$ cat config.mk
export PLATFORM = sky130hd
export DESIGN_NAME = game_board
export DESIGN_NICKNAME = d
export VERILOG_FILES = /design/src/board_pkg.sv /design/src/board_ctrl.sv /design/src/color_expand.sv /design/src/game_board.sv /design/src/input_map.sv /design/src/joy_4way.sv /design/src/reset_gen.sv
export SDC_FILE = /design/constraint.sdc
export NUM_CORES = 1
export LEC_CHECK = 0
export ABC_AREA = 1
export BUFFER_PORTS_ARGS = -buffer_cell sky130_fd_sc_hd__buf_4
export CORE_MARGIN = 2
export CORE_UTILIZATION = 40
export DETAILED_ROUTE_END_ITERATION = 6
export PLACE_DENSITY_LB_ADDON = 0.12
export SLEW_MARGIN = 20
export SYNTH_ARGS = -nofsm -noshare
export SYNTH_HDL_FRONTEND = slang
export SYNTH_SLANG_ARGS = --single-unit
$ cat constraint.sdc
create_clock -name clk_sys -period 1.26 [get_ports clk_sys]
set_clock_uncertainty 0.2 [all_clocks]
set_input_delay 0.063 -clock clk_sys [delete_from_list [all_inputs] [get_ports clk_sys]]
set_output_delay 0.063 -clock clk_sys [all_outputs]
set_load 0.02 [all_outputs]
$ cat src/board_pkg.sv
// Board wrapper shared definitions
// Joystick word widths, player count and layer count used by the
// input, control and top level blocks
`default_nettype none

package board_pkg;

    localparam int JOY_BOARD_W = 16;   // Raw joystick word from the board
    localparam int JOY_GAME_W  = 10;   // Joystick word seen by the game
    localparam int DIR_W       = 4;    // Bit 0 right, 1 left, 2 down, 3 up
    localparam int PLAYERS     = 4;
    localparam int GFX_LAYERS  = 4;

    typedef logic [JOY_BOARD_W-1:0] board_joy_t;
    typedef logic [JOY_GAME_W-1:0]  game_joy_t;
    typedef logic [DIR_W-1:0]       dir_t;

endpackage

`default_nettype wire

$ cat src/board_ctrl.sv
// Board level controls
// Rising edges toggle pause and the GFX layer enables, and the
// keyboard reset key gives a one-cycle soft reset pulse
`timescale 1ns/1ps
`default_nettype none

module board_ctrl (
    input  logic                             clk_sys,
    input  logic                             rst,
    input  logic                             downloading,
    input  logic                             key_reset,
    input  logic                             key_pause,
    input  logic                             joy_pause,
    input  logic                             osd_pause,
    input  logic [board_pkg::GFX_LAYERS-1:0] key_gfx,
    output logic                             soft_rst,
    output logic                             game_pause,
    output logic [board_pkg::GFX_LAYERS-1:0] gfx_en
);

    import board_pkg::*;

    logic                  last_reset;
    logic                  last_pause;
    logic                  last_joypause;
    logic                  last_osdpause;
    logic [GFX_LAYERS-1:0] last_gfx;
    logic                  pause_edge;

    // Previous input levels for edge detection
    always_ff @(posedge clk_sys) begin
        last_reset    <= key_reset;
        last_pause    <= key_pause;
        last_joypause <= joy_pause;
        last_osdpause <= osd_pause;
        last_gfx      <= key_gfx;
    end

    assign pause_edge = (key_pause && !last_pause) || (joy_pause && !last_joypause)
                     || (osd_pause && !last_osdpause);

    always_ff @(posedge clk_sys) begin
        if (rst) begin
            soft_rst   <= 1'b0;
            game_pause <= 1'b0;
            gfx_en     <= '1;                    // All layers on
        end else begin
            soft_rst <= key_reset && !last_reset;
            if (downloading) begin
                game_pause <= 1'b0;
            end else if (pause_edge) begin
                game_pause <= !game_pause;
            end
            for (int i = 0; i < GFX_LAYERS; i++) begin
                if (key_gfx[i] && !last_gfx[i]) gfx_en[i] <= !gfx_en[i];
            end
        end
    end

    a_soft_rst_pulse : assert property (@(posedge clk_sys) disable iff (rst)
        soft_rst |=> !soft_rst);

endmodule

`default_nettype wire

$ cat src/color_expand.sv
// Direct video path
// Widens each colour to 8 bits by bit repetition and registers
// colour, syncs and display enable in one stage
`timescale 1ns/1ps
`default_nettype none

module color_expand #(
    parameter int COLORW = 4
) (
    input  logic              clk_sys,
    input  logic [COLORW-1:0] game_r,
    input  logic [COLORW-1:0] game_g,
    input  logic [COLORW-1:0] game_b,
    input  logic              LHBL,
    input  logic              LVBL,
    input  logic              hs,
    input  logic              vs,
    output logic [7:0]        video_r,
    output logic [7:0]        video_g,
    output logic [7:0]        video_b,
    output logic              video_hs,
    output logic              video_vs,
    output logic              video_de
);

    // Repeat the colour from its MSB until 8 bits are filled
    function automatic logic [7:0] expand8(input logic [COLORW-1:0] c);
        logic [7:0] wide;
        for (int i = 0; i < 8; i++) begin
            wide[7-i] = c[COLORW-1-(i % COLORW)];
        end
        return wide;
    endfunction

    always_ff @(posedge clk_sys) begin
        video_r  <= expand8(game_r);
        video_g  <= expand8(game_g);
        video_b  <= expand8(game_b);
        video_hs <= hs;
        video_vs <= vs;
        video_de <= LHBL & LVBL;                 // Outside both blanks
    end

endmodule

`default_nettype wire

$ cat src/game_board.sv
// Arcade board wrapper, input and reset side
// Connects the reset stretcher, joystick mapping, board controls
// and the direct video path
`timescale 1ns/1ps
`default_nettype none

module game_board #(
    parameter int          BUTTONS                = 2,
    parameter int          GAME_INPUTS_ACTIVE_LOW = 1,
    parameter int          COLORW                 = 4,
    parameter int unsigned GAME_RST_LEN           = 255
) (
    input  logic                             clk_sys,
    input  logic                             rst,
    input  logic                             rst_req,
    input  logic                             downloading,
    input  logic                             en_4way,
    input  logic                             rot_control,
    input  board_pkg::board_joy_t            board_joystick1,
    input  board_pkg::board_joy_t            board_joystick2,
    input  board_pkg::board_joy_t            board_joystick3,
    input  board_pkg::board_joy_t            board_joystick4,
    input  logic                             key_reset,
    input  logic                             key_pause,
    input  logic                             key_service,
    input  logic [board_pkg::GFX_LAYERS-1:0] key_gfx,
    input  logic                             osd_pause,
    input  logic [COLORW-1:0]                game_r,
    input  logic [COLORW-1:0]                game_g,
    input  logic [COLORW-1:0]                game_b,
    input  logic                             LHBL,
    input  logic                             LVBL,
    input  logic                             hs,
    input  logic                             vs,
    output logic                             game_rst,
    output logic                             game_rst_n,
    output board_pkg::game_joy_t             game_joystick1,
    output board_pkg::game_joy_t             game_joystick2,
    output board_pkg::game_joy_t             game_joystick3,
    output board_pkg::game_joy_t             game_joystick4,
    output logic [board_pkg::PLAYERS-1:0]    game_coin,
    output logic [board_pkg::PLAYERS-1:0]    game_start,
    output logic                             game_service,
    output logic                             game_pause,
    output logic [board_pkg::GFX_LAYERS-1:0] gfx_en,
    output logic [7:0]                       video_r,
    output logic [7:0]                       video_g,
    output logic [7:0]                       video_b,
    output logic                             video_hs,
    output logic                             video_vs,
    output logic                             video_de
);

    logic joy_pause;    // Players 1 and 2 pause button
    logic soft_rst;     // Keyboard reset pulse

    reset_gen #(.GAME_RST_LEN(GAME_RST_LEN)) u_reset_gen (
        .clk_sys     ( clk_sys     ),
        .rst         ( rst         ),
        .rst_req     ( rst_req     ),
        .downloading ( downloading ),
        .soft_rst    ( soft_rst    ),
        .game_rst    ( game_rst    ),
        .game_rst_n  ( game_rst_n  )
    );

    input_map #(
        .BUTTONS                ( BUTTONS                ),
        .GAME_INPUTS_ACTIVE_LOW ( GAME_INPUTS_ACTIVE_LOW )
    ) u_input_map (
        .clk_sys         ( clk_sys         ),
        .rst             ( rst             ),
        .en_4way         ( en_4way         ),
        .rot_control     ( rot_control     ),
        .board_joystick1 ( board_joystick1 ),
        .board_joystick2 ( board_joystick2 ),
        .board_joystick3 ( board_joystick3 ),
        .board_joystick4 ( board_joystick4 ),
        .key_service     ( key_service     ),
        .game_joystick1  ( game_joystick1  ),
        .game_joystick2  ( game_joystick2  ),
        .game_joystick3  ( game_joystick3  ),
        .game_joystick4  ( game_joystick4  ),
        .game_coin       ( game_coin       ),
        .game_start      ( game_start      ),
        .game_service    ( game_service    ),
        .joy_pause       ( joy_pause       )
    );

    board_ctrl u_board_ctrl (
        .clk_sys     ( clk_sys     ),
        .rst         ( rst         ),
        .downloading ( downloading ),
        .key_reset   ( key_reset   ),
        .key_pause   ( key_pause   ),
        .joy_pause   ( joy_pause   ),
        .osd_pause   ( osd_pause   ),
        .key_gfx     ( key_gfx     ),
        .soft_rst    ( soft_rst    ),
        .game_pause  ( game_pause  ),
        .gfx_en      ( gfx_en      )
    );

    color_expand #(.COLORW(COLORW)) u_color_expand (
        .clk_sys  ( clk_sys  ),
        .game_r   ( game_r   ),
        .game_g   ( game_g   ),
        .game_b   ( game_b   ),
        .LHBL     ( LHBL     ),
        .LVBL     ( LVBL     ),
        .hs       ( hs       ),
        .vs       ( vs       ),
        .video_r  ( video_r  ),
        .video_g  ( video_g  ),
        .video_b  ( video_b  ),
        .video_hs ( video_hs ),
        .video_vs ( video_vs ),
        .video_de ( video_de )
    );

endmodule

`default_nettype wire

$ cat src/input_map.sv
// Joystick and button mapping for four players
// Directions go through the 4-way filter, then every word is synced,
// rotated for vertical games and inverted to the game's active level.
// Coin and start are gathered per player from the synced words
`timescale 1ns/1ps
`default_nettype none

module input_map #(
    parameter int BUTTONS                = 2,
    parameter int GAME_INPUTS_ACTIVE_LOW = 1
) (
    input  logic                          clk_sys,
    input  logic                          rst,
    input  logic                          en_4way,
    input  logic                          rot_control,
    input  board_pkg::board_joy_t         board_joystick1,
    input  board_pkg::board_joy_t         board_joystick2,
    input  board_pkg::board_joy_t         board_joystick3,
    input  board_pkg::board_joy_t         board_joystick4,
    input  logic                          key_service,
    output board_pkg::game_joy_t          game_joystick1,
    output board_pkg::game_joy_t          game_joystick2,
    output board_pkg::game_joy_t          game_joystick3,
    output board_pkg::game_joy_t          game_joystick4,
    output logic [board_pkg::PLAYERS-1:0] game_coin,
    output logic [board_pkg::PLAYERS-1:0] game_start,
    output logic                          game_service,
    output logic                          joy_pause
);

    import board_pkg::*;

    localparam int   START_BIT = 6 + BUTTONS - 2;
    localparam int   COIN_BIT  = 7 + BUTTONS - 2;
    localparam int   PAUSE_BIT = 8 + BUTTONS - 2;
    localparam logic INV       = GAME_INPUTS_ACTIVE_LOW != 0;

    dir_t       joy_dir  [PLAYERS];   // Filtered directions
    board_joy_t joy_sync [PLAYERS];

    // Rotation swaps the direction bits, then the whole word is inverted
    function automatic game_joy_t map_joy(input board_joy_t sync_word, input logic rot);
        game_joy_t joy;
        joy = sync_word[JOY_GAME_W-1:0];
        if (rot) begin
            joy[DIR_W-1:0] = {sync_word[0], sync_word[1], sync_word[3], sync_word[2]};
        end
        return joy ^ {JOY_GAME_W{INV}};
    endfunction

    joy_4way u_4way_1p (
        .clk_sys ( clk_sys                    ),
        .rst     ( rst                        ),
        .enable  ( en_4way                    ),
        .joy8way ( board_joystick1[DIR_W-1:0] ),
        .joy4way ( joy_dir[0]                 )
    );

    joy_4way u_4way_2p (
        .clk_sys ( clk_sys                    ),
        .rst     ( rst                        ),
        .enable  ( en_4way                    ),
        .joy8way ( board_joystick2[DIR_W-1:0] ),
        .joy4way ( joy_dir[1]                 )
    );

    joy_4way u_4way_3p (
        .clk_sys ( clk_sys                    ),
        .rst     ( rst                        ),
        .enable  ( en_4way                    ),
        .joy8way ( board_joystick3[DIR_W-1:0] ),
        .joy4way ( joy_dir[2]                 )
    );

    joy_4way u_4way_4p (
        .clk_sys ( clk_sys                    ),
        .rst     ( rst                        ),
        .enable  ( en_4way                    ),
        .joy8way ( board_joystick4[DIR_W-1:0] ),
        .joy4way ( joy_dir[3]                 )
    );

    // Sync stage, filtered directions replace the raw ones
    always_ff @(posedge clk_sys) begin
        joy_sync[0] <= {board_joystick1[JOY_BOARD_W-1:DIR_W], joy_dir[0]};
        joy_sync[1] <= {board_joystick2[JOY_BOARD_W-1:DIR_W], joy_dir[1]};
        joy_sync[2] <= {board_joystick3[JOY_BOARD_W-1:DIR_W], joy_dir[2]};
        joy_sync[3] <= {board_joystick4[JOY_BOARD_W-1:DIR_W], joy_dir[3]};
    end

    always_ff @(posedge clk_sys) begin
        game_joystick1 <= map_joy(joy_sync[0], rot_control);
        game_joystick2 <= map_joy(joy_sync[1], rot_control);
        game_joystick3 <= map_joy(joy_sync[2], rot_control);
        game_joystick4 <= map_joy(joy_sync[3], rot_control);
        for (int p = 0; p < PLAYERS; p++) begin
            game_coin[p]  <= joy_sync[p][COIN_BIT] ^ INV;    // Player 1 in bit 0
            game_start[p] <= joy_sync[p][START_BIT] ^ INV;
        end
    end

    always_ff @(posedge clk_sys) begin
        if (rst) begin
            game_service <= INV;                 // Inactive level
        end else begin
            game_service <= key_service ^ INV;
        end
    end

    // Pause button from either of the first two players
    assign joy_pause = joy_sync[0][PAUSE_BIT] | joy_sync[1][PAUSE_BIT];

endmodule

`default_nettype wire

$ cat src/joy_4way.sv
// 4-way joystick filter for one player
// Diagonals are replaced by the last single direction seen
`timescale 1ns/1ps
`default_nettype none

module joy_4way (
    input  logic            clk_sys,
    input  logic            rst,
    input  logic            enable,
    input  board_pkg::dir_t joy8way,
    output board_pkg::dir_t joy4way
);

    import board_pkg::*;

    dir_t last_dir;      // Last accepted single direction
    logic single_dir;

    // Zero or one bit set
    assign single_dir = (joy8way & (joy8way - 1'b1)) == '0;

    always_ff @(posedge clk_sys) begin
        if (rst) begin
            last_dir <= '0;
            joy4way  <= '0;
        end else if (!enable) begin
            joy4way <= joy8way;             // Plain 8-way
        end else if (single_dir) begin
            joy4way  <= joy8way;
            last_dir <= joy8way;
        end else begin
            joy4way <= last_dir;            // Diagonal keeps old direction
        end
    end

    a_single_dir : assert property (@(posedge clk_sys) disable iff (rst)
        $past(enable) |-> $onehot0(joy4way));

endmodule

`default_nettype wire

$ cat src/reset_gen.sv
// Game reset stretcher
// Any reset cause restarts an 8-bit counter and game_rst stays high
// until GAME_RST_LEN cycles have passed after the last cause.
// game_rst_n follows through two register stages on release
`timescale 1ns/1ps
`default_nettype none

module reset_gen #(
    parameter int unsigned GAME_RST_LEN = 255
) (
    input  logic clk_sys,
    input  logic rst,
    input  logic rst_req,
    input  logic downloading,
    input  logic soft_rst,
    output logic game_rst,
    output logic game_rst_n
);

    localparam logic [7:0] LEN_LAST = 8'(GAME_RST_LEN);

    logic [7:0] stretch_cnt;
    logic       pre_rst_n;
    logic       rst_cause;

    assign rst_cause = rst | rst_req | downloading | soft_rst;

    always_ff @(posedge clk_sys) begin
        if (rst_cause) begin
            stretch_cnt <= '0;              // Restart on every cause
            game_rst    <= 1'b1;
        end else if (stretch_cnt != LEN_LAST) begin
            stretch_cnt <= stretch_cnt + 8'd1;
            game_rst    <= 1'b1;
        end else begin
            game_rst <= 1'b0;
        end
    end

    // Active low copy, released two cycles late
    always_ff @(posedge clk_sys) begin
        if (game_rst) begin
            pre_rst_n  <= 1'b0;
            game_rst_n <= 1'b0;
        end else begin
            pre_rst_n  <= 1'b1;
            game_rst_n <= pre_rst_n;
        end
    end

    // game_rst_n only high once game_rst has been low for two cycles
    a_rst_n_release : assert property (@(posedge clk_sys) disable iff (rst)
        game_rst_n |-> !$past(game_rst) && !$past(game_rst, 2));

endmodule

`default_nettype wire

==> results of run 1 <==
## flip-flops by register name, summed over array words and instances (netlist names), 8 cells and up
name,flops
u_input_map.game_joystick1,10
u_input_map.game_joystick2,10
u_input_map.game_joystick3,10
u_input_map.joy_sync,40
u_input_map.game_joystick4,10
u_reset_gen.stretch_cnt,8
## per-stage QoR
stage	util	setup WS, ns	instance area (um^2)	cells	hold slack, ns
after floorplan	-	-0.000777	4600	482	-0.109
after global placement	0.514	-0.0350	5820	754	-0.0320
after detailed placement	0.514	-0.0910	5820	754	-0.0313
after CTS	0.628	-0.0482	7110	856	-0.288
after global routing	0.636	-0.125	7200	856	-0.262
final	0.636	-0.0607	7200	856	-0.269
## cell families (layout without fill, tap and decap cells)
| group | Yosys count | in the layout | share of synthesized area |
|---|---|---|---|
| AOI/OAI and AO/OA | 62 | 62 | 0.0687 |
| muxes | 2 | 2 | 0.00436 |
| and+or+nand+nor | 183 | 183 | 0.172 |
| buffers and inverters | 81 | 312 | 0.0848 |
| adders and majority gates | 1 | 1 | 0.00273 |
| DFF | 153 | 153 | 0.668 |
## per-layer routing
metal,up-vias,share of wire,wire length [um],track usage
li1,1946,-,-,-
met3,13,0.073,725,0.0662
met4,0,0.012,123,0.0642
met5,-,0,0,0
met2,147,0.46,4570,0.263
met1,1622,0.46,4570,0.212
## path summary, 6_finish.rpt
path | start | end | slack (ns) | cells past startpoint
setup reg to reg | u_reset_gen.stretch_cnt[1] | u_reset_gen.stretch_cnt[6] | -0.06 | 7
hold / removal | rst | u_board_ctrl.game_pause | -0.27 | 4
hold reg to reg | u_input_map.u_4way_1p.joy4way[3] | u_input_map.joy_sync[0][3] | 0.13 | 0
setup / recovery | u_reset_gen.stretch_cnt[1] | u_reset_gen.stretch_cnt[6] | -0.06 | 7
## power groups by stage
stage | logic (mW) | registers, mW | clock network (mW)
after floorplan | 0.321 | 5.40 | 0
after CTS | 1.09 | 5.17 | 4.81
after detailed placement | 0.916 | 5.27 | 0
after global routing | 1.21 | 5.19 | 5.05
final | 1.12 | 5.16 | 4.71
after global placement | 0.906 | 5.26 | 0
## area by class of cell
| class | count | area, um^2 | area share |
|---|---|---|---|
| Tap cell | 143 | 179 | 0.0248 |
| Sequential cell | 153 | 3070 | 0.426 |
| Clock inverter | 11 | 97.6 | 0.0135 |
| Clock buffer | 21 | 460 | 0.0639 |
| Multi-Input combinational cell | 248 | 1260 | 0.175 |
| Inverter | 49 | 188 | 0.0261 |
| Timing Repair Buffer | 231 | 1950 | 0.271 |
## synth_stat cells
| library cell | number |
|---|---|
| nand2_4 | 1 |
| nand2_2 | 2 |
| a21oi_2 | 1 |
| inv_1 | 46 |
| o21ai_0 | 15 |
| nand2_1 | 106 |
| clkbuf_1 | 5 |
| buf_4 | 20 |
| buf_2 | 7 |
| a21oi_1 | 45 |
| nor3_1 | 4 |
| nand3b_1 | 5 |
| mux2i_1 | 2 |
| o22ai_1 | 1 |
| dfxtp_1 | 153 |
| nor2_1 | 26 |
| nor2_2 | 1 |
| inv_2 | 2 |
| and3_1 | 1 |
| nand3_1 | 35 |
| ha_1 | 1 |
| clkinv_2 | 1 |
| nor2_4 | 2 |
## placed cells by master (no fill, tap or decap), types with 2 or more instances in the layout
cell type	synthesis	final
clkbuf_16	0	17
nand3b_1	5	5
nor2_4	2	7
clkbuf_1	5	2
buf_12	0	3
clkinvlp_4	0	4
dfxtp_1	153	150
dlygate4sd3_1	0	68
a21oi_2	1	4
nand3_1	35	34
mux2i_1	2	2
nor2_1	26	15
nor3_1	4	4
nand2_2	2	10
buf_6	0	2
inv_2	2	2
buf_4	20	158
a21oi_1	45	42
dfxtp_4	0	2
clkinv_2	1	5
nand2_1	106	96
nand2_4	1	3
o21ai_1	0	2
nor2_2	1	7
inv_1	46	45
o21ai_0	15	13
clkbuf_8	0	2
## critical path: stages, from the launching register on
cell	delay, ns
dfxtp_4	0.37
ha_4	0.16
nand2_4	0.07
inv_4	0.07
nand2_4	0.06
nor2_4	0.10
nand2_1	0.05
and3_1	0.15
## timing repair
action / 4_1_cts / 5_1_grt
hold buffers: 68 / 1
pin swaps: 1 / 5
endpoints found under the hold margin: 110 / 41
buffers inserted: 2 / 1
gates resized for setup: 10 / 30
endpoints found under the setup margin: 5 / 41
==> impl_metrics.py, run 1 <==
metrics = {
    "run_status": {
        "status": "complete, but fails checks",
        "violations": "hold timing, setup timing",
    },
    "clocking": {
        "cts_sinks": 153,
        "insertion_delay_ns": 0.42,
        "clockBufferDepth": 2,
        "clk_pin_slew_ns": 0.06,
        "cts_tree": "done",
        "root_buffer": "clkbuf_16",
        "numCtsBuffers": 17,
        "htree_levels": 4,
    },
    "pwr": {
        "p_seq_frac": 0.470,
        "combPwrFrac": 0.102,
        "p_switching_mw": 2.53,
        "peakVddDrop_mv": 1.32,
        "cellPowerDensity_nw_per_um2": 1530,
        "leakagePower_nw": 3.35,
        "intPower_mw": 8.46,
        "total_power_mw": 11.0,
        "pwr-share-clk": 0.429,
        "p_sw_frac": 0.230,
    },
    "drt": {
        "firstDrtPassIters": 4,
        "ant_nets": 0,
        "wirelength_mm": 9.99,
        "drc_errors": 0,
        "vias": 3728,
        "viasPerCell": 4.36,
        "wl_per_cell_um": 11.7,
        "drt_iter0_drc": 177,
    },
    "worst_setup_path": {
        "arrival_ns": 1.43,
        "critPathMaxFanout": 4,
        "endpoint_kind": "flop",
        "path_class": "flop to flop",
        "required_ns": 1.37,
        "cp-start-kind": "flop",
    },
    "timing": {
        "hold_ws_ns": -0.269,
        "fmax_mhz": 757,
        "hold_viol": 41,
        "min_period_ns": 1.32,
        "worstMarginPinSlew_ns": 0.245,
        "grt_setup_unrepaired": "true",
        "slew_headroom": 0.835,
        "setup_violations": 4,
        "fin_crit_sh": 1.05,
        "fin_ws_ns": -0.0607,
        "maxSlewViolCount": 0,
        "fin_tns_setup_ns": -0.110,
    },
    "die": {
        "die_x_um": 111,
        "start_util": 0.405,
        "row_count": 39,
        "chipHeight_um": 111,
        "core_area_um2": 11300,
        "io_pins": 177,
        "die-area_um2": 12300,
    },
    "yosys": {
        "ys_ff_latch": 153,
        "synth_nets": 577,
        "post_synth_instance_area_um2": 4590,
        "netlist_instances": 482,
        "synth_top_cell_by_area": "dfxtp_1",
        "yosysWarnings": 0,
        "synth.area.top_cells": "dfxtp_1 67%, nand2_1 8.7%, a21oi_1 4.9%",
        "yosysUniqueCellTypes": 23,
        "seq_area_frac_synth": 0.668,
        "syn_avg_cell_area_um2": 9.52,
        "yosys.area.top_type_share": 0.668,
    },
    "global_routing": {
        "grt_pass1_wl_mm": 16.5,
        "grt_usage": 0.169,
        "grt_pass1_vias": 3476,
        "grt_antenna_before_repair": 0,
        "gr-total-overflow": 0,
        "grt_max_degree": 34,
    },
    "placement": {
        "portBuffers": 152,
        "gp_congestion": 0.763,
        "hpwl_mm": 6.38,
    },
    "worst_hold_path": {
        "min_path_type": "input port to flop",
    },
    "layout": {
        "antenna_cells": 0,
        "drive_gt1_frac": 0.327,
        "fill_cells": 918,
        "nets": 795,
        "area_delta_synth_final_pct": 57.1,
    },
    "job": {
        "cap_violations": 0,
    },
}
Power figures use the tool's default switching activity.
==> run 2, diff against run 1 <==
- CELL_PAD_IN_SITES_DETAIL_PLACEMENT: unset -> 0
- CELL_PAD_IN_SITES_GLOBAL_PLACEMENT: unset -> 1
- CORE_UTILIZATION: 40 -> 32
==> run 2 against run 1 <==
Largest power group unchanged. Die area grew 24%. Critical path depth is the same. Sequential share of layout area grew 0.086 points. Clock power shrank 1%. Final cell count grew 4.1%. Flip-flop and latch count is the same. Sequential power is essentially flat. Largest cell class unchanged. First-iteration DRC count shrank 21%. The run still ends with hold timing, setup timing left.
==> impl_metrics.py, run 2 (synthesis results as in run 1) <==
metrics = {
    "timing": {
        "hold_ws_ns": -0.274,
        "setup_violations": 3,
        "maxSlewViolCount": 0,
        "min_period_ns": 1.30,
        "worstMarginPinSlew_ns": 0.254,
        "hold_viol": 40,
        "fmax_mhz": 770,
        "slew_headroom": 0.829,
        "fin_ws_ns": -0.0392,
        "fin_crit_sh": 1.03,
        "grt_setup_unrepaired": "true",
    },
    "clocking": {
        "clk_pin_slew_ns": 0.06,
        "numCtsBuffers": 17,
        "root_buffer": "clkbuf_16",
        "cts_tree": "done",
        "htree_levels": 4,
        "insertion_delay_ns": 0.41,
        "clockBufferDepth": 2,
        "cts_sinks": 153,
    },
    "pwr": {
        "total_power_mw": 10.9,
        "p_switching_mw": 2.67,
        "cellPowerDensity_nw_per_um2": 1520,
        "p_sw_frac": 0.245,
        "combPwrFrac": 0.101,
        "intPower_mw": 8.25,
        "pwr-share-clk": 0.427,
        "leakagePower_nw": 3.32,
        "p_seq_frac": 0.473,
        "peakVddDrop_mv": 0.890,
    },
    "layout": {
        "top_register": "u_input_map.joy_sync",
        "area_delta_synth_final_pct": 56.7,
        "final_cells": 891,
        "largest_reg_flops": 40,
        "final_common_cell": "buf_4",
        "antenna_cells": 0,
        "drive_gt1_frac": 0.326,
        "final_cell_mix": "159 x buf_4, 149 x dfxtp_1, 96 x nand2_1, 68 x dlygate4sd3_1, 45 x inv_1",
        "nets": 793,
    },
    "worst_setup_path": {
        "critPathTopFamily": "simple AND/OR/NAND/NOR gates",
        "critPathMaxStageDelay_ns": 0.36,
        "cp-start-kind": "flop",
        "cpMaxStageDelayCell": "dfxtp_4",
        "cp_cell_sequence": "ha_4, nand2_4, inv_2, nand2_2, nor2_1, nand2_1, and3_1",
        "critPathMaxFanout": 4,
        "arrival_ns": 1.41,
        "cp.buffers_inverters": 1,
        "endpoint_kind": "flop",
        "path_class": "flop to flop",
        "required_ns": 1.37,
    },
    "placement": {
        "post-place-ws_ns": -0.0855,
        "gp_congestion": 0.784,
        "hpwl_mm": 6.71,
        "place_inst": 790,
        "portBuffers": 152,
    },
    "drt": {
        "drc_errors": 0,
        "viasPerCell": 4.12,
        "wl_per_cell_um": 11.2,
        "drt_iter0_drc": 140,
        "vias": 3673,
        "firstDrtPassIters": 4,
        "wirelength_mm": 9.97,
        "ant_nets": 0,
    },
    "worst_hold_path": {
        "min_path_type": "input port to flop",
    },
    "global_routing": {
        "gr-total-overflow": 0,
        "grt_pass1_wl_mm": 15.2,
        "grt_usage": 0.132,
        "grt_pass1_vias": 3321,
        "grt_max_degree": 34,
        "grt_antenna_before_repair": 0,
    },
    "die": {
        "start_util": 0.329,
        "die_x_um": 124,
        "die-area_um2": 15300,
        "row_count": 43,
        "io_pins": 177,
        "chipHeight_um": 124,
        "core_area_um2": 13900,
    },
    "job": {
        "cap_violations": 0,
    },
    "run_status": {
        "status": "complete, but fails checks",
        "violations": "hold timing, setup timing",
    },
}
==> run 2: repair_timing <==
item,4_1_cts,5_1_grt
hold buffers,68,1
buffers inserted,2,0
setup endpoints to repair,5,41
hold endpoints to repair,110,40
gates resized for setup,6,26
pin swaps,1,3
==> run 2: power by group through the flow <==
| stage | Clock (mW) | Sequential (mW) | Combinational [mW] |
|---|---|---|---|
| after floorplan | 0 | 5.40 | 0.321 |
| after global placement | 0 | 5.27 | 0.906 |
| after detailed placement | 0 | 5.28 | 0.911 |
| after CTS | 4.82 | 5.17 | 1.09 |
| after global routing | 5.02 | 5.19 | 1.20 |
| final | 4.66 | 5.16 | 1.10 |
==> run 2: area by class of cell <==
class / instances / area (um^2)
Clock buffer: 18 / 439
Clock inverter: 14 / 113
Fill cell: 1280 / 6750
Inverter: 49 / 185
Multi-Input combinational cell: 248 / 1240
Sequential cell: 153 / 3070
Tap cell: 180 / 225
Timing Repair Buffer: 229 / 1910
==> run 2: final timing paths <==
check,startpoint,endpoint,slack [ns],cells past startpoint
max,u_reset_gen.stretch_cnt[1],u_reset_gen.stretch_cnt[6],-0.04,7
min,rst,u_board_ctrl.game_pause,-0.27,4
max reg2reg,u_reset_gen.stretch_cnt[1],u_reset_gen.stretch_cnt[6],-0.04,7
min reg2reg,u_input_map.u_4way_1p.joy4way[1],u_input_map.joy_sync[0][1],0.12,0
==> run 2: stage by stage <==
stage	area, um^2	util	TNS [ns]
floorplan	4600	-	-0.000777
global placement	5850	0.420	-0.0796
detailed placement	5850	0.420	-0.261
CTS	7120	0.511	-0.127
global route	7190	0.516	-0.428
finish	7190	0.516	-0.0908
==> run 2: routing by layer <==
layer,routed length [um],part of all wire,GRT usage
met1,4260,0.43,0.149
met2,4510,0.45,0.215
met3,1050,0.11,0.0545
met4,160,0.016,0.0639
met5,0,0,0
==> run 2: tightest hold or removal path, stage by stage <==
cell     delay (ns)
buf_4          0.12
nor2_4         0.04
nand2_1        0.05
nor2_1         0.03
==> run 3, diff against run 2 <==
- BUFFER_PORTS_ARGS: -buffer_cell sky130_fd_sc_hd__buf_4 -> -buffer_cell sky130_fd_sc_hd__buf_2
- clock period: 1.26 -> 1.1 ns (I/O delays scaled with it)
==> run 3 against run 2 <==
The run still ends with hold timing, setup timing left. Clock-buffer cell count is 1 higher. Non-clock buffer count up 32. Sequential power up 16%. Routed wire length is 5.5% higher. Critical path type unchanged. Flip-flop and latch count stayed put. Clock power up 15%. Fmax increased by 1.7%. Via count grew 4.0%. Register-to-register slack lost 0.14 ns.
==> impl_metrics.py, run 3 (synthesis results as in run 1) <==
metrics = {
    "die": {
        "die-area_um2": 15300,
        "core_area_um2": 13900,
        "row_count": 43,
        "chipHeight_um": 124,
        "io_pins": 177,
        "start_util": 0.329,
        "die_x_um": 124,
    },
    "layout": {
        "final_cell_mix": "93 x nand2_1, 86 x dfxtp_1, 84 x buf_6, 69 x buf_2, 67 x dlygate4sd3_1",
        "area_delta_synth_final_pct": 68.6,
        "final_common_cell": "nand2_1",
        "fill_cells": 1219,
        "largest_reg_flops": 40,
        "top_register": "u_input_map.joy_sync",
        "drive_gt1_frac": 0.456,
        "antenna_cells": 0,
        "nets": 825,
    },
    "timing": {
        "grt_setup_unrepaired": "true",
        "hold_viol": 32,
        "min_period_ns": 1.28,
        "setup_violations": 108,
        "fin_tns_setup_ns": -4.86,
        "slew_headroom": 0.830,
        "fmax_mhz": 783,
        "fin_crit_sh": 1.16,
        "worstMarginPinSlew_ns": 0.255,
        "fin_ws_ns": -0.177,
        "hold_ws_ns": -0.117,
        "maxSlewViolCount": 0,
    },
    "worst_setup_path": {
        "path_class": "flop to flop",
        "r2r_cells": 7,
        "arrival_ns": 1.38,
        "rrSetupSlack_ns": -0.18,
        "cp.buffers_inverters": 1,
        "reg2reg_to": "u_reset_gen.stretch_cnt[6]",
        "required_ns": 1.20,
        "cpMaxStageDelayCell": "dfxtp_4",
        "cp-start-kind": "flop",
        "critPathMaxStageDelay_ns": 0.38,
        "critPathTopFamily": "flip-flops",
        "cp_cell_sequence": "ha_4, nand2_4, inv_4, nand2_4, nor2_2, nand2_1, and3_1",
        "crit_top_cell": "nand2_4",
        "endpoint_kind": "flop",
        "cp.depth": 7,
        "reg2reg_from": "u_reset_gen.stretch_cnt[0]",
        "critPathMaxFanout": 4,
    },
    "placement": {
        "portBuffers": 152,
        "gp_congestion": 0.761,
        "hpwl_mm": 6.64,
        "post-place-ws_ns": -0.220,
    },
    "global_routing": {
        "gr-total-overflow": 0,
        "grt_pass1_wl_mm": 16.2,
        "busiest_layer": "met2",
        "use_met3": 0.0568,
        "met2_usage": 0.239,
        "grt_max_degree": 34,
        "grt_antenna_before_repair": 0,
        "grt_pass1_vias": 3612,
        "grt_use_met1": 0.150,
        "grt_usage": 0.139,
    },
    "drt": {
        "wl_per_cell_um": 11.4,
        "drc_errors": 0,
        "drt_iter0_drc": 114,
        "wirelength_mm": 10.5,
        "firstDrtPassIters": 4,
        "vias": 3819,
        "ant_nets": 0,
        "viasPerCell": 4.14,
    },
    "job": {
        "cap_violations": 0,
    },
    "clocking": {
        "cts_tree": "done",
        "insertion_delay_ns": 0.41,
        "root_buffer": "clkbuf_16",
        "cts_sinks": 153,
        "numCtsBuffers": 17,
        "htree_levels": 4,
        "clk_pin_slew_ns": 0.06,
        "clockBufferDepth": 2,
    },
    "run_status": {
        "violations": "hold timing, setup timing",
        "status": "complete, but fails checks",
    },
    "pwr": {
        "peakVddDrop_mv": 1.02,
        "leakagePower_nw": 3.56,
        "cellPowerDensity_nw_per_um2": 1640,
    },
    "worst_hold_path": {
        "hp-start": "board_joystick1[0]",
        "min_path_type": "input port to flop",
        "whs_path_depth": 6,
        "hold_end": "u_input_map.u_4way_1p.last_dir[2]",
    },
}
[run 3: changes by cell type in the layout (fill, tap and decap cells not counted), moves of 5 or more]
cell and change:
buf_2 +69, nor2_2 +5, buf_4 -122, dfxtp_1 -63, buf_6 +84, dfxtp_2 +61
[run 3: worst max path at each step]
stage / to / from / slack (ns)
2_1_floorplan: u_reset_gen.stretch_cnt[6] / u_reset_gen.stretch_cnt[1] / -0.15
4_1_cts: u_reset_gen.stretch_cnt[6] / u_reset_gen.stretch_cnt[0] / -0.17
5_1_grt: u_reset_gen.stretch_cnt[6] / u_reset_gen.stretch_cnt[0] / -0.25
3_5_place_dp: u_reset_gen.stretch_cnt[4] / u_reset_gen.stretch_cnt[1] / -0.22
6_report: u_reset_gen.stretch_cnt[6] / u_reset_gen.stretch_cnt[0] / -0.18
3_3_place_gp: u_reset_gen.stretch_cnt[6] / u_reset_gen.stretch_cnt[1] / -0.19
[run 3: cell type report]
class,count,area [um^2],area share
multi-input combinational,248,1290,0.167
timing repair buffer,261,2300,0.298
clock buffer,19,453,0.0586
inverter,49,194,0.0251
tap,180,225,0.0291
clock inverter,13,108,0.0139
sequential,153,3150,0.408
[run 3: per-stage QoR]
step	std cells	area, um^2	hold slack (ns)	total power [mW]	util
2_1_floorplan	482	4610	-0.117	6.56	-
3_3_place_gp	815	5670	-0.0433	6.96	0.407
3_5_place_dp	815	5670	-0.0414	6.97	0.407
4_1_cts	920	7600	-0.126	12.9	0.546
5_1_grt	923	7730	-0.110	13.3	0.555
6_report	923	7730	-0.117	12.7	0.555
[run 3: routing by layer]
layer  vias to the layer above  routed length, um  part of all wire
met3                         9                877             0.083
li1                       2003                  -                 -
met2                       114               5060              0.48
met5                         -                  0                 0
met1                      1693               4470              0.42
met4                         0                109             0.010
[run 3: worst min-delay path, cell delays in order]
cell,delay [ns]
buf_2,0.11
nor2_2,0.05
nand3_1,0.06
nand2_1,0.05
nand2_1,0.07
a21oi_1,0.06
[run 3: power by group]
| group | internal, mW | switching [mW] | leakage, nW | total [mW] |
|---|---|---|---|---|
| Sequential | 5.84 | 0.130 | 1.27 | 5.97 |
| Clock | 3.06 | 2.30 | 0.266 | 5.36 |
| Combinational | 0.749 | 0.632 | 2.03 | 1.38 |
[run 3: repair_timing]
action,in CTS,in global routing
gates resized for setup,246,35
setup endpoints to repair,93,125
pin swaps,4,11
hold endpoints to repair,110,33
hold buffers,68,16
setup buffers,5,2
